[src/hdl/sys_bus_consts.svh]
/*
 * Widths, region decode, register offsets and timing constants
 * shared by the AXI4-Lite bridge, the system bus decoder and housekeeping.
 */

`ifndef SYS_BUS_CONSTS_SVH
`define SYS_BUS_CONSTS_SVH

// Bus widths
`define SYS_BUS_AW 32
`define SYS_BUS_DW 32

// Region select field in the system bus address
`define SYS_REGION_MSB 23
`define SYS_REGION_LSB 20

// Housekeeping register map
`define HK_ID_VALUE      32'h7073_0001
`define HK_OFS_ID        8'h00
`define HK_OFS_SCRATCH   8'h04
`define HK_OFS_LED       8'h08
`define HK_OFS_RAMP_CTL  8'h0C
`define HK_OFS_RAMP_STEP 8'h10

// Cycles the decoder waits for a slave acknowledge
`define SYS_BUS_TIMEOUT 16

// Ramp generator DAC code width
`define DAC_W 14

`endif

[src/hdl/axi_lite_pkg.sv]
/*
 * Types for the AXI4-Lite side of the bridge.
 * Response codes and the bridge FSM states.
 */

package axi_lite_pkg;

  ////////////////////////////////////////////////////////////
  // AXI response codes
  ////////////////////////////////////////////////////////////

  // Only OKAY and SLVERR are ever returned
  typedef enum logic [1:0] {
    OKAY   = 2'b00,
    SLVERR = 2'b10
  } axi_resp_e;

  ////////////////////////////////////////////////////////////
  // Bridge FSM
  ////////////////////////////////////////////////////////////

  typedef enum logic [2:0] {
    IDLE,
    WR_BUS,
    WR_RESP,
    RD_BUS,
    RD_RESP
  } axi_state_e;

endpackage

[src/hdl/sys_bus_pkg.sv]
/*
 * Types for the system bus side.
 * Region codes seen by the decoder and the housekeeping register names.
 */

`include "sys_bus_consts.svh"

package sys_bus_pkg;

  // Region field of the address
  // Any code other than REG_HK is unmapped
  typedef enum logic [`SYS_REGION_MSB-`SYS_REGION_LSB:0] {
    REG_HK = 0
  } sys_region_e;

  ////////////////////////////////////////////////////////////
  // Housekeeping register offsets
  ////////////////////////////////////////////////////////////

  typedef enum logic [7:0] {
    HK_ID        = `HK_OFS_ID,
    HK_SCRATCH   = `HK_OFS_SCRATCH,
    HK_LED       = `HK_OFS_LED,
    HK_RAMP_CTL  = `HK_OFS_RAMP_CTL,
    HK_RAMP_STEP = `HK_OFS_RAMP_STEP
  } hk_reg_e;

endpackage

[src/hdl/axi_lite_slave.sv]
/*
 * AXI4-Lite slave with one outstanding transaction.
 * Each write or read becomes one strobe on the system bus; the bus
 * acknowledge is returned to the host on B or R.
 */

`timescale 1ns/1ps
`include "sys_bus_consts.svh"

module axi_lite_slave (
  input  logic                    clk,
  input  logic                    rst_n,
  // Write address and data
  input  logic [`SYS_BUS_AW-1:0]  awaddr,
  input  logic                    awvalid,
  output logic                    awready,
  input  logic [`SYS_BUS_DW-1:0]  wdata,
  input  logic [3:0]              wstrb,
  input  logic                    wvalid,
  output logic                    wready,
  // Write response
  output logic                    bvalid,
  input  logic                    bready,
  output axi_lite_pkg::axi_resp_e bresp,
  // Read address and data
  input  logic [`SYS_BUS_AW-1:0]  araddr,
  input  logic                    arvalid,
  output logic                    arready,
  output logic                    rvalid,
  input  logic                    rready,
  output axi_lite_pkg::axi_resp_e rresp,
  output logic [`SYS_BUS_DW-1:0]  rdata,
  // System bus master
  output logic [`SYS_BUS_AW-1:0]  sys_addr,
  output logic [`SYS_BUS_DW-1:0]  sys_wdata,
  output logic                    sys_wen,
  output logic                    sys_ren,
  input  logic [`SYS_BUS_DW-1:0]  sys_rdata,
  input  logic                    sys_err,
  input  logic                    sys_ack
);
  import axi_lite_pkg::*;

  axi_state_e state;
  axi_resp_e  resp_q;
  logic       wr_hs;
  logic       rd_hs;

  ////////////////////////////////////////////////////////////
  // Handshakes
  ////////////////////////////////////////////////////////////

  // Address only taken in IDLE, so a pending B or R blocks new ones
  // Write needs AW and W together and wins over a read
  assign wr_hs   = (state == IDLE) && awvalid && wvalid;
  assign rd_hs   = (state == IDLE) && arvalid && !wr_hs;

  assign awready = wr_hs;
  assign wready  = wr_hs;
  assign arready = rd_hs;

  // Responses held until the host takes them
  assign bvalid  = (state == WR_RESP);
  assign rvalid  = (state == RD_RESP);
  assign bresp   = resp_q;
  assign rresp   = resp_q;

  // wstrb not decoded
  // All registers behind the bus are whole words

  ////////////////////////////////////////////////////////////
  // FSM and bus strobes
  ////////////////////////////////////////////////////////////

  always_ff @(posedge clk or negedge rst_n) begin
    if (!rst_n) begin
      state   <= IDLE;
      sys_wen <= 1'b0;
      sys_ren <= 1'b0;
    end else begin
      // One cycle strobe right after the handshake
      sys_wen <= wr_hs;
      sys_ren <= rd_hs;
      case (state)
        IDLE: begin
          if (wr_hs) begin
            state <= WR_BUS;
          end else if (rd_hs) begin
            state <= RD_BUS;
          end
        end
        // Wait for decoder acknowledge
        WR_BUS:  if (sys_ack) state <= WR_RESP;
        WR_RESP: if (bready)  state <= IDLE;
        RD_BUS:  if (sys_ack) state <= RD_RESP;
        RD_RESP: if (rready)  state <= IDLE;
        default: state <= IDLE;
      endcase
    end
  end

  // Address, data and captured response
  always_ff @(posedge clk) begin
    if (wr_hs) begin
      sys_addr  <= awaddr;
      sys_wdata <= wdata;
    end else if (rd_hs) begin
      sys_addr  <= araddr;
    end
    if (sys_ack && (state == WR_BUS || state == RD_BUS)) begin
      resp_q <= sys_err ? SLVERR : OKAY;
    end
    if (sys_ack && state == RD_BUS) begin
      rdata <= sys_rdata;
    end
  end

  ////////////////////////////////////////////////////////////
  // Assertions
  ////////////////////////////////////////////////////////////

  a_one_strobe: assert property (@(posedge clk) disable iff (!rst_n)
    !(sys_wen && sys_ren));

  // B held with a stable response until bready
  a_b_hold: assert property (@(posedge clk) disable iff (!rst_n)
    bvalid && !bready |=> bvalid && $stable(bresp));

  a_r_hold: assert property (@(posedge clk) disable iff (!rst_n)
    rvalid && !rready |=> rvalid && $stable(rdata) && $stable(rresp));

endmodule

[src/hdl/hk_regs.sv]
/*
 * Housekeeping registers on the system bus.
 * ID, scratch word, LED outputs and ramp generator control.
 */

`timescale 1ns/1ps
`include "sys_bus_consts.svh"

module hk_regs (
  input  logic                   clk,
  input  logic                   rst_n,
  input  logic [7:0]             hk_addr,
  input  logic [`SYS_BUS_DW-1:0] hk_wdata,
  input  logic                   hk_wen,
  input  logic                   hk_ren,
  output logic [`SYS_BUS_DW-1:0] hk_rdata,
  output logic                   hk_ack,
  // Board side
  output logic [7:0]             led,
  output logic                   ramp_en,
  output logic [`DAC_W-1:0]      ramp_step,
  input  logic [`DAC_W-1:0]      dac_dat
);
  import sys_bus_pkg::*;

  hk_reg_e                reg_sel;
  logic [`SYS_BUS_DW-1:0] scratch;
  logic [`SYS_BUS_DW-1:0] rd_mux;

  assign reg_sel = hk_reg_e'(hk_addr);

  ////////////////////////////////////////////////////////////
  // Writes
  ////////////////////////////////////////////////////////////

  always_ff @(posedge clk or negedge rst_n) begin
    if (!rst_n) begin
      led       <= '0;
      ramp_en   <= 1'b0;
      ramp_step <= `DAC_W'(1);
      scratch   <= '0;
    end else if (hk_wen) begin
      case (reg_sel)
        HK_SCRATCH:   scratch   <= hk_wdata;
        HK_LED:       led       <= hk_wdata[7:0];
        HK_RAMP_CTL:  ramp_en   <= hk_wdata[0];
        HK_RAMP_STEP: ramp_step <= hk_wdata[`DAC_W-1:0];
        // ID read only, unknown offsets dropped
        default: ;
      endcase
    end
  end

  ////////////////////////////////////////////////////////////
  // Reads
  ////////////////////////////////////////////////////////////

  always_comb begin
    rd_mux = '0;
    case (reg_sel)
      HK_ID:        rd_mux = `HK_ID_VALUE;
      HK_SCRATCH:   rd_mux = scratch;
      HK_LED:       rd_mux[7:0] = led;
      HK_RAMP_CTL: begin
        // Live DAC code in the upper half
        rd_mux[16 +: `DAC_W] = dac_dat;
        rd_mux[0]            = ramp_en;
      end
      HK_RAMP_STEP: rd_mux[`DAC_W-1:0] = ramp_step;
      default:      rd_mux = '0;
    endcase
  end

  // Ack one cycle after any strobe
  always_ff @(posedge clk or negedge rst_n) begin
    if (!rst_n) begin
      hk_ack <= 1'b0;
    end else begin
      hk_ack <= hk_wen | hk_ren;
    end
  end

  always_ff @(posedge clk) begin
    if (hk_ren) begin
      hk_rdata <= rd_mux;
    end
  end

  // One access at a time, never on top of the previous acknowledge
  a_one_access: assert property (@(posedge clk) disable iff (!rst_n)
    (hk_wen || hk_ren) |-> !(hk_wen && hk_ren) && !hk_ack);

endmodule

[src/hdl/ps_bus_top.sv]
/*
 * Host bus subsystem top.
 * AXI4-Lite bridge, system bus decoder, housekeeping registers and ramp.
 */

`timescale 1ns/1ps
`include "sys_bus_consts.svh"

module ps_bus_top (
  input  logic                    clk,
  input  logic                    rst_n,
  // AXI4-Lite from host
  input  logic [`SYS_BUS_AW-1:0]  awaddr,
  input  logic                    awvalid,
  output logic                    awready,
  input  logic [`SYS_BUS_DW-1:0]  wdata,
  input  logic [3:0]              wstrb,
  input  logic                    wvalid,
  output logic                    wready,
  output logic                    bvalid,
  input  logic                    bready,
  output axi_lite_pkg::axi_resp_e bresp,
  input  logic [`SYS_BUS_AW-1:0]  araddr,
  input  logic                    arvalid,
  output logic                    arready,
  output logic                    rvalid,
  input  logic                    rready,
  output axi_lite_pkg::axi_resp_e rresp,
  output logic [`SYS_BUS_DW-1:0]  rdata,
  // Board outputs
  output logic [7:0]              led,
  output logic [`DAC_W-1:0]       dac_dat
);

  // System bus
  logic [`SYS_BUS_AW-1:0] sys_addr;
  logic [`SYS_BUS_DW-1:0] sys_wdata;
  logic                   sys_wen;
  logic                   sys_ren;
  logic [`SYS_BUS_DW-1:0] sys_rdata;
  logic                   sys_err;
  logic                   sys_ack;

  // Housekeeping port
  logic [7:0]             hk_addr;
  logic [`SYS_BUS_DW-1:0] hk_wdata;
  logic                   hk_wen;
  logic                   hk_ren;
  logic [`SYS_BUS_DW-1:0] hk_rdata;
  logic                   hk_ack;

  // Ramp control
  logic                   ramp_en;
  logic [`DAC_W-1:0]      ramp_step;

  ////////////////////////////////////////////////////////////
  // Bridge and decode
  ////////////////////////////////////////////////////////////

  axi_lite_slave axi_slave0 (
    .clk       (clk      ),
    .rst_n     (rst_n    ),
    .awaddr    (awaddr   ),
    .awvalid   (awvalid  ),
    .awready   (awready  ),
    .wdata     (wdata    ),
    .wstrb     (wstrb    ),
    .wvalid    (wvalid   ),
    .wready    (wready   ),
    .bvalid    (bvalid   ),
    .bready    (bready   ),
    .bresp     (bresp    ),
    .araddr    (araddr   ),
    .arvalid   (arvalid  ),
    .arready   (arready  ),
    .rvalid    (rvalid   ),
    .rready    (rready   ),
    .rresp     (rresp    ),
    .rdata     (rdata    ),
    .sys_addr  (sys_addr ),
    .sys_wdata (sys_wdata),
    .sys_wen   (sys_wen  ),
    .sys_ren   (sys_ren  ),
    .sys_rdata (sys_rdata),
    .sys_err   (sys_err  ),
    .sys_ack   (sys_ack  )
  );

  sys_bus_decoder decoder0 (
    .clk       (clk      ),
    .rst_n     (rst_n    ),
    .sys_addr  (sys_addr ),
    .sys_wdata (sys_wdata),
    .sys_wen   (sys_wen  ),
    .sys_ren   (sys_ren  ),
    .sys_rdata (sys_rdata),
    .sys_err   (sys_err  ),
    .sys_ack   (sys_ack  ),
    .hk_addr   (hk_addr  ),
    .hk_wdata  (hk_wdata ),
    .hk_wen    (hk_wen   ),
    .hk_ren    (hk_ren   ),
    .hk_rdata  (hk_rdata ),
    .hk_ack    (hk_ack   )
  );

  ////////////////////////////////////////////////////////////
  // Housekeeping and ramp
  ////////////////////////////////////////////////////////////

  hk_regs hk0 (
    .clk       (clk      ),
    .rst_n     (rst_n    ),
    .hk_addr   (hk_addr  ),
    .hk_wdata  (hk_wdata ),
    .hk_wen    (hk_wen   ),
    .hk_ren    (hk_ren   ),
    .hk_rdata  (hk_rdata ),
    .hk_ack    (hk_ack   ),
    .led       (led      ),
    .ramp_en   (ramp_en  ),
    .ramp_step (ramp_step),
    .dac_dat   (dac_dat  )
  );

  ramp_gen ramp0 (
    .clk       (clk      ),
    .rst_n     (rst_n    ),
    .ramp_en   (ramp_en  ),
    .ramp_step (ramp_step),
    .dac_dat   (dac_dat  )
  );

endmodule

[src/hdl/ramp_gen.sv]
/*
 * Sawtooth source for the DAC.
 * Adds the step every clock while enabled, sits at zero otherwise.
 */

`timescale 1ns/1ps
`include "sys_bus_consts.svh"

module ramp_gen (
  input  logic              clk,
  input  logic              rst_n,
  input  logic              ramp_en,
  input  logic [`DAC_W-1:0] ramp_step,
  output logic [`DAC_W-1:0] dac_dat
);

  ////////////////////////////////////////////////////////////
  // Accumulator
  ////////////////////////////////////////////////////////////

  always_ff @(posedge clk or negedge rst_n) begin
    if (!rst_n) begin
      dac_dat <= '0;
    end else if (ramp_en) begin
      // Wraps naturally at DAC_W bits
      dac_dat <= dac_dat + ramp_step;
    end else begin
      dac_dat <= '0;
    end
  end

endmodule

[src/hdl/sys_bus_decoder.sv]
/*
 * System bus decoder.
 * Forwards accesses for the housekeeping region and answers unmapped
 * regions and missing acknowledges with an error.
 */

`timescale 1ns/1ps
`include "sys_bus_consts.svh"

module sys_bus_decoder (
  input  logic                   clk,
  input  logic                   rst_n,
  // From bridge
  input  logic [`SYS_BUS_AW-1:0] sys_addr,
  input  logic [`SYS_BUS_DW-1:0] sys_wdata,
  input  logic                   sys_wen,
  input  logic                   sys_ren,
  output logic [`SYS_BUS_DW-1:0] sys_rdata,
  output logic                   sys_err,
  output logic                   sys_ack,
  // Housekeeping slave
  output logic [7:0]             hk_addr,
  output logic [`SYS_BUS_DW-1:0] hk_wdata,
  output logic                   hk_wen,
  output logic                   hk_ren,
  input  logic [`SYS_BUS_DW-1:0] hk_rdata,
  input  logic                   hk_ack
);
  import sys_bus_pkg::*;

  localparam int CNT_W = $clog2(`SYS_BUS_TIMEOUT + 1);

  sys_region_e      region;
  logic             hk_sel;
  logic             strobe;
  logic             pend;
  logic             map_err;
  logic             tout;
  logic             ack_ok;
  logic [CNT_W-1:0] cnt;

  // Region decode
  assign region   = sys_region_e'(sys_addr[`SYS_REGION_MSB:`SYS_REGION_LSB]);
  assign hk_sel   = (region == REG_HK);
  assign strobe   = sys_wen | sys_ren;

  // Same cycle forwarding
  assign hk_addr  = sys_addr[7:0];
  assign hk_wdata = sys_wdata;
  assign hk_wen   = sys_wen & hk_sel;
  assign hk_ren   = sys_ren & hk_sel;

  // Only acks for an open access count
  assign ack_ok   = hk_ack & pend;
  // Last waiting cycle without ack
  assign tout     = pend & ~hk_ack & (cnt == CNT_W'(`SYS_BUS_TIMEOUT - 1));

  always_ff @(posedge clk or negedge rst_n) begin
    if (!rst_n) begin
      pend    <= 1'b0;
      cnt     <= '0;
      map_err <= 1'b0;
    end else begin
      // Unmapped gets its error one cycle later
      map_err <= strobe & ~hk_sel;
      if (strobe && hk_sel) begin
        pend <= 1'b1;
        cnt  <= '0;
      end else if (ack_ok || tout) begin
        pend <= 1'b0;
      end else if (pend) begin
        cnt  <= cnt + 1'b1;
      end
    end
  end

  assign sys_ack   = ack_ok | map_err | tout;
  assign sys_err   = map_err | tout;
  assign sys_rdata = ack_ok ? hk_rdata : '0;

  // Every strobe is answered, whatever the slave does
  a_ack_bound: assert property (@(posedge clk) disable iff (!rst_n)
    strobe |-> ##[1:`SYS_BUS_TIMEOUT+1] sys_ack);

endmodule

[config.mk]
export PLATFORM = sky130hd
export DESIGN_NAME = ps_bus_top
export DESIGN_NICKNAME = d
export VERILOG_FILES = /design/src/hdl/axi_lite_pkg.sv /design/src/hdl/sys_bus_pkg.sv /design/src/hdl/axi_lite_slave.sv /design/src/hdl/hk_regs.sv /design/src/hdl/ps_bus_top.sv /design/src/hdl/ramp_gen.sv /design/src/hdl/sys_bus_decoder.sv
export VERILOG_INCLUDE_DIRS = /design/src /design/src/hdl
export SDC_FILE = /design/constraint.sdc
export NUM_CORES = 1
export LEC_CHECK = 0
export BUFFER_PORTS_ARGS = -buffer_cell sky130_fd_sc_hd__clkbuf_2
export CORE_UTILIZATION = 50
export CTS_CLUSTER_DIAMETER = 60
export CTS_CLUSTER_SIZE = 20
export DETAILED_ROUTE_END_ITERATION = 10
export GPL_TIMING_DRIVEN = 0
export PLACE_DENSITY = 0.79
export SLEW_MARGIN = 20
export SYNTH_ARGS = -nofsm -noshare
export SYNTH_HDL_FRONTEND = slang
export SYNTH_SLANG_ARGS = --single-unit
[constraint.sdc]
create_clock -name clk -period 3.55 [get_ports clk]
set_input_delay 0.71 -clock clk [delete_from_list [all_inputs] [get_ports clk]]
set_output_delay 0.71 -clock clk [all_outputs]
set_load 0.005 [all_outputs]
==> results.txt <==
status: completed
Final Skew: 0.00766 ns
fmax: 307 MHz
Synth area leaders: edfxtp_1, dfrtp_1, mux2_4
Setup crit start kind: register
share of layout cells above drive strength 1: 34.9%
clock slew seen by the registers of the worst setup and hold paths: 0.07 ns
# port buffers: 123
sequential-to-total area share from yosys stat: 66.6%
Avg Inst Size Synth: 14.7 µm²
WP data required: 2.84 ns
Netlist cell types: 51
root buf cell: clkbuf_16
Yosys top cell area share: 40.9%
nets: 813
R2R Path End: hk0.ramp_step[3]$_DFFE_PN0P_
endpoints failing setup: 0
Multi-input gate area: 2470 µm²
H-tree levels: 4
Yosys reg bits: 191
Worst setup EP type: output pin
final slew viol count: 0
CTS sink cnt: 191
Rel. slew slack: 44.2%
wire length of the first global-routing pass: 26800 µm
Post-Syn Instances: 544
design area: 9570 µm²
Cell Chain, Critical Path: nor3_1 -> and3_1 -> clkbuf_1 -> clkbuf_4 -> buf_16 -> buf_4 -> clkbuf_2
TritonCTS Buffers: 17
Critical Path AT: 2.54 ns
critical path fanouts, max: 23
Placer Congestion: 0.853
DP HPWL: 12300 µm
worst reg-to-reg path cell count: 6
fin crit share: 91.6%
initial antenna violation count: 0
flop2flop setup slack: 0.62 ns
global-route usage over all layers: 22.2%
Top FF cell, synth: edfxtp_1
worst hold path type: in2async
pwr dens: 536 nW/µm²
starting density of the core: 51.8%
Routed Antenna Nets: 0
Post-DP Area: 8980 µm²
Die Span Y: 128 µm
Die Wd: 128 µm
Hold Slack: 0.241 ns
Warnings, synthesis: 0
LEAKAGE: 4.41 nW
Reg area: 5330 µm²
Crit path buffers/inverters: 5
Hold-fix buffers, CTS: 0
area grow syn2layout: 19.7%
GRT Residual Overflow: 0
drt first-iter violations: 394
WL final: 17200 µm
Yosys top cell by area: edfxtp_1
row cnt: 45
total power: 5.13 mW
total die area: 16500 µm²
DR vias/cell: 5.48
Worst VDD drop: 0.337 mV
clock buffer depth: 2
crit path from: axi_slave0.state[2]$_DFFE_PN0P_
via count of the routed design: 5007
area of the mapped netlist: 8000 µm²
EDFF count, synth: 109
RSZ-0062 raised after global routing: false
DRT Pass-1 Iters: 5
Setup CP Type: reg2out
TNS Setup: 0 ns
worst slew pin tran: 0.831 ns
Largest stage delay, worst path: 0.45 ns
vias in the first global route: 5029
Tmin final: 3.25 ns
Fillers: 1151
total of max-cap violations: 0
antenna fix cells: 0
clk_lat worst skew: 0.43 ns
Critical-path top delay cell: clkbuf_4
Routed wire per std cell: 18.8 µm
# DRC: 0
IO Count: 170
Crit path max-delay family: buffers and inverters
Final Hold Viols: 0
CTS tree: built
Core ar.: 15400 µm²
Reg-to-Reg Start: axi_slave0.sys_addr[5]$_DFFE_PP_
FFs w/ async S/R, synth: 42.9%
pin count of the biggest net entering global routing: 54
## area by class of cell
cell class	count	share of cell area, %
tap	211	2.76
buffer	27	1.58
clock inverter	9	1.12
inverter	19	0.745
clock buffer	23	4.99
multi-input combinational	308	25.8
timing repair buffer	126	7.32
sequential	191	55.7
## cells in the final DEF (no fill, tap or decap), types with 4 or more instances in the layout
master	Yosys	layout
nor2_1	32	31
o21a_1	4	4
xor2_1	4	4
mux2_4	30	30
nand2_1	26	26
a222oi_1	7	7
ha_1	15	15
mux2_2	37	37
and3_1	37	37
nand3_1	4	4
edfxtp_1	109	109
nand2b_1	8	8
mux2i_1	6	6
dfrtp_1	81	81
and2_1	5	4
clkbuf_2	0	122
a211oi_1	7	7
o21ai_0	9	9
clkbuf_1	16	19
clkbuf_16	0	17
a21oi_1	17	17
inv_1	19	19
nor3_1	6	6
nor2b_1	4	4
a22o_1	13	13
buf_4	6	6
## stage by stage
stage / util [%] / cells / worst slack, ns
floorplan: - / 545 / 0.258
global placement: 57.6 / 879 / -0.616
detailed placement: 58.2 / 882 / 0.554
CTS: 62.0 / 914 / 0.155
global route: 62.0 / 914 / 0.0712
finish: 62.0 / 914 / 0.298
## kinds of logic after synthesis
kind of cell | synth area share, %
adders and majority gates | 2.60
AOI/OAI and AO/OA | 6.38
and+or+nand+nor | 9.28
muxes | 11.6
buffers and inverters | 2.74
other | 0.0469
DFF | 66.6
xor gates and xnor gates | 0.767
## registers in the layout (all words and copies together), names as in the netlist
register	cells
axi_slave0.rdata	32
axi_slave0.sys_wen	1
hk0.hk_ack	1
decoder0.cnt	5
hk0.scratch	32
axi_slave0.state	3
axi_slave0.sys_ren	1
hk0.hk_rdata	32
axi_slave0.bresp	1
hk0.led	8
ramp0.dac_dat	14
axi_slave0.sys_addr	12
decoder0.map_err	1
hk0.ramp_step	14
hk0.ramp_en	1
decoder0.pend	1
axi_slave0.sys_wdata	32
## metal layers
| layer | track usage (%) | wire (µm) |
|---|---|---|
| met1 | 27.0 | 6880 |
| met2 | 38.0 | 8970 |
| met3 | 5.16 | 910 |
| met4 | 9.27 | 436 |
| met5 | 0 | 0 |
## power by group
group / internal, mW / switching [mW]
sequential: 2.56 / 0.115
combinational: 0.228 / 0.349
clock: 1.09 / 0.792
total: 3.88 / 1.26
## worst max-delay path by stage
stage | endpoint | slack [ns] | cells past startpoint
floorplan | wready | 0.26 | 4
CTS | wready | 0.16 | 7
detailed placement | wready | 0.55 | 7
global placement | wready | -0.62 | 6
finish | wready | 0.30 | 7
global route | wready | 0.07 | 7
## synth_stat cells (all sizes together) (3+ instances only)
master,n
a21oi,17
o21ai,9
nand2b,8
a22o,13
nor2,32
o21a,4
nand2,26
buf,11
or2,3
nand3,5
nor3,6
nor2b,4
a31oi,3
nand4,3
xor2,4
a211oi,7
ha,15
clkbuf,16
inv,19
nor3b,4
and2,5
mux2i,6
xnor2,3
dfrtp,81
edfxtp,109
and3,37
a222oi,7
mux2,67
## what timing repair did
item,in CTS,in global routing
setup endpoints to repair,0,1
buffers inserted,0,0
resized for setup,0,1
(Power assumes the default switching activity.)
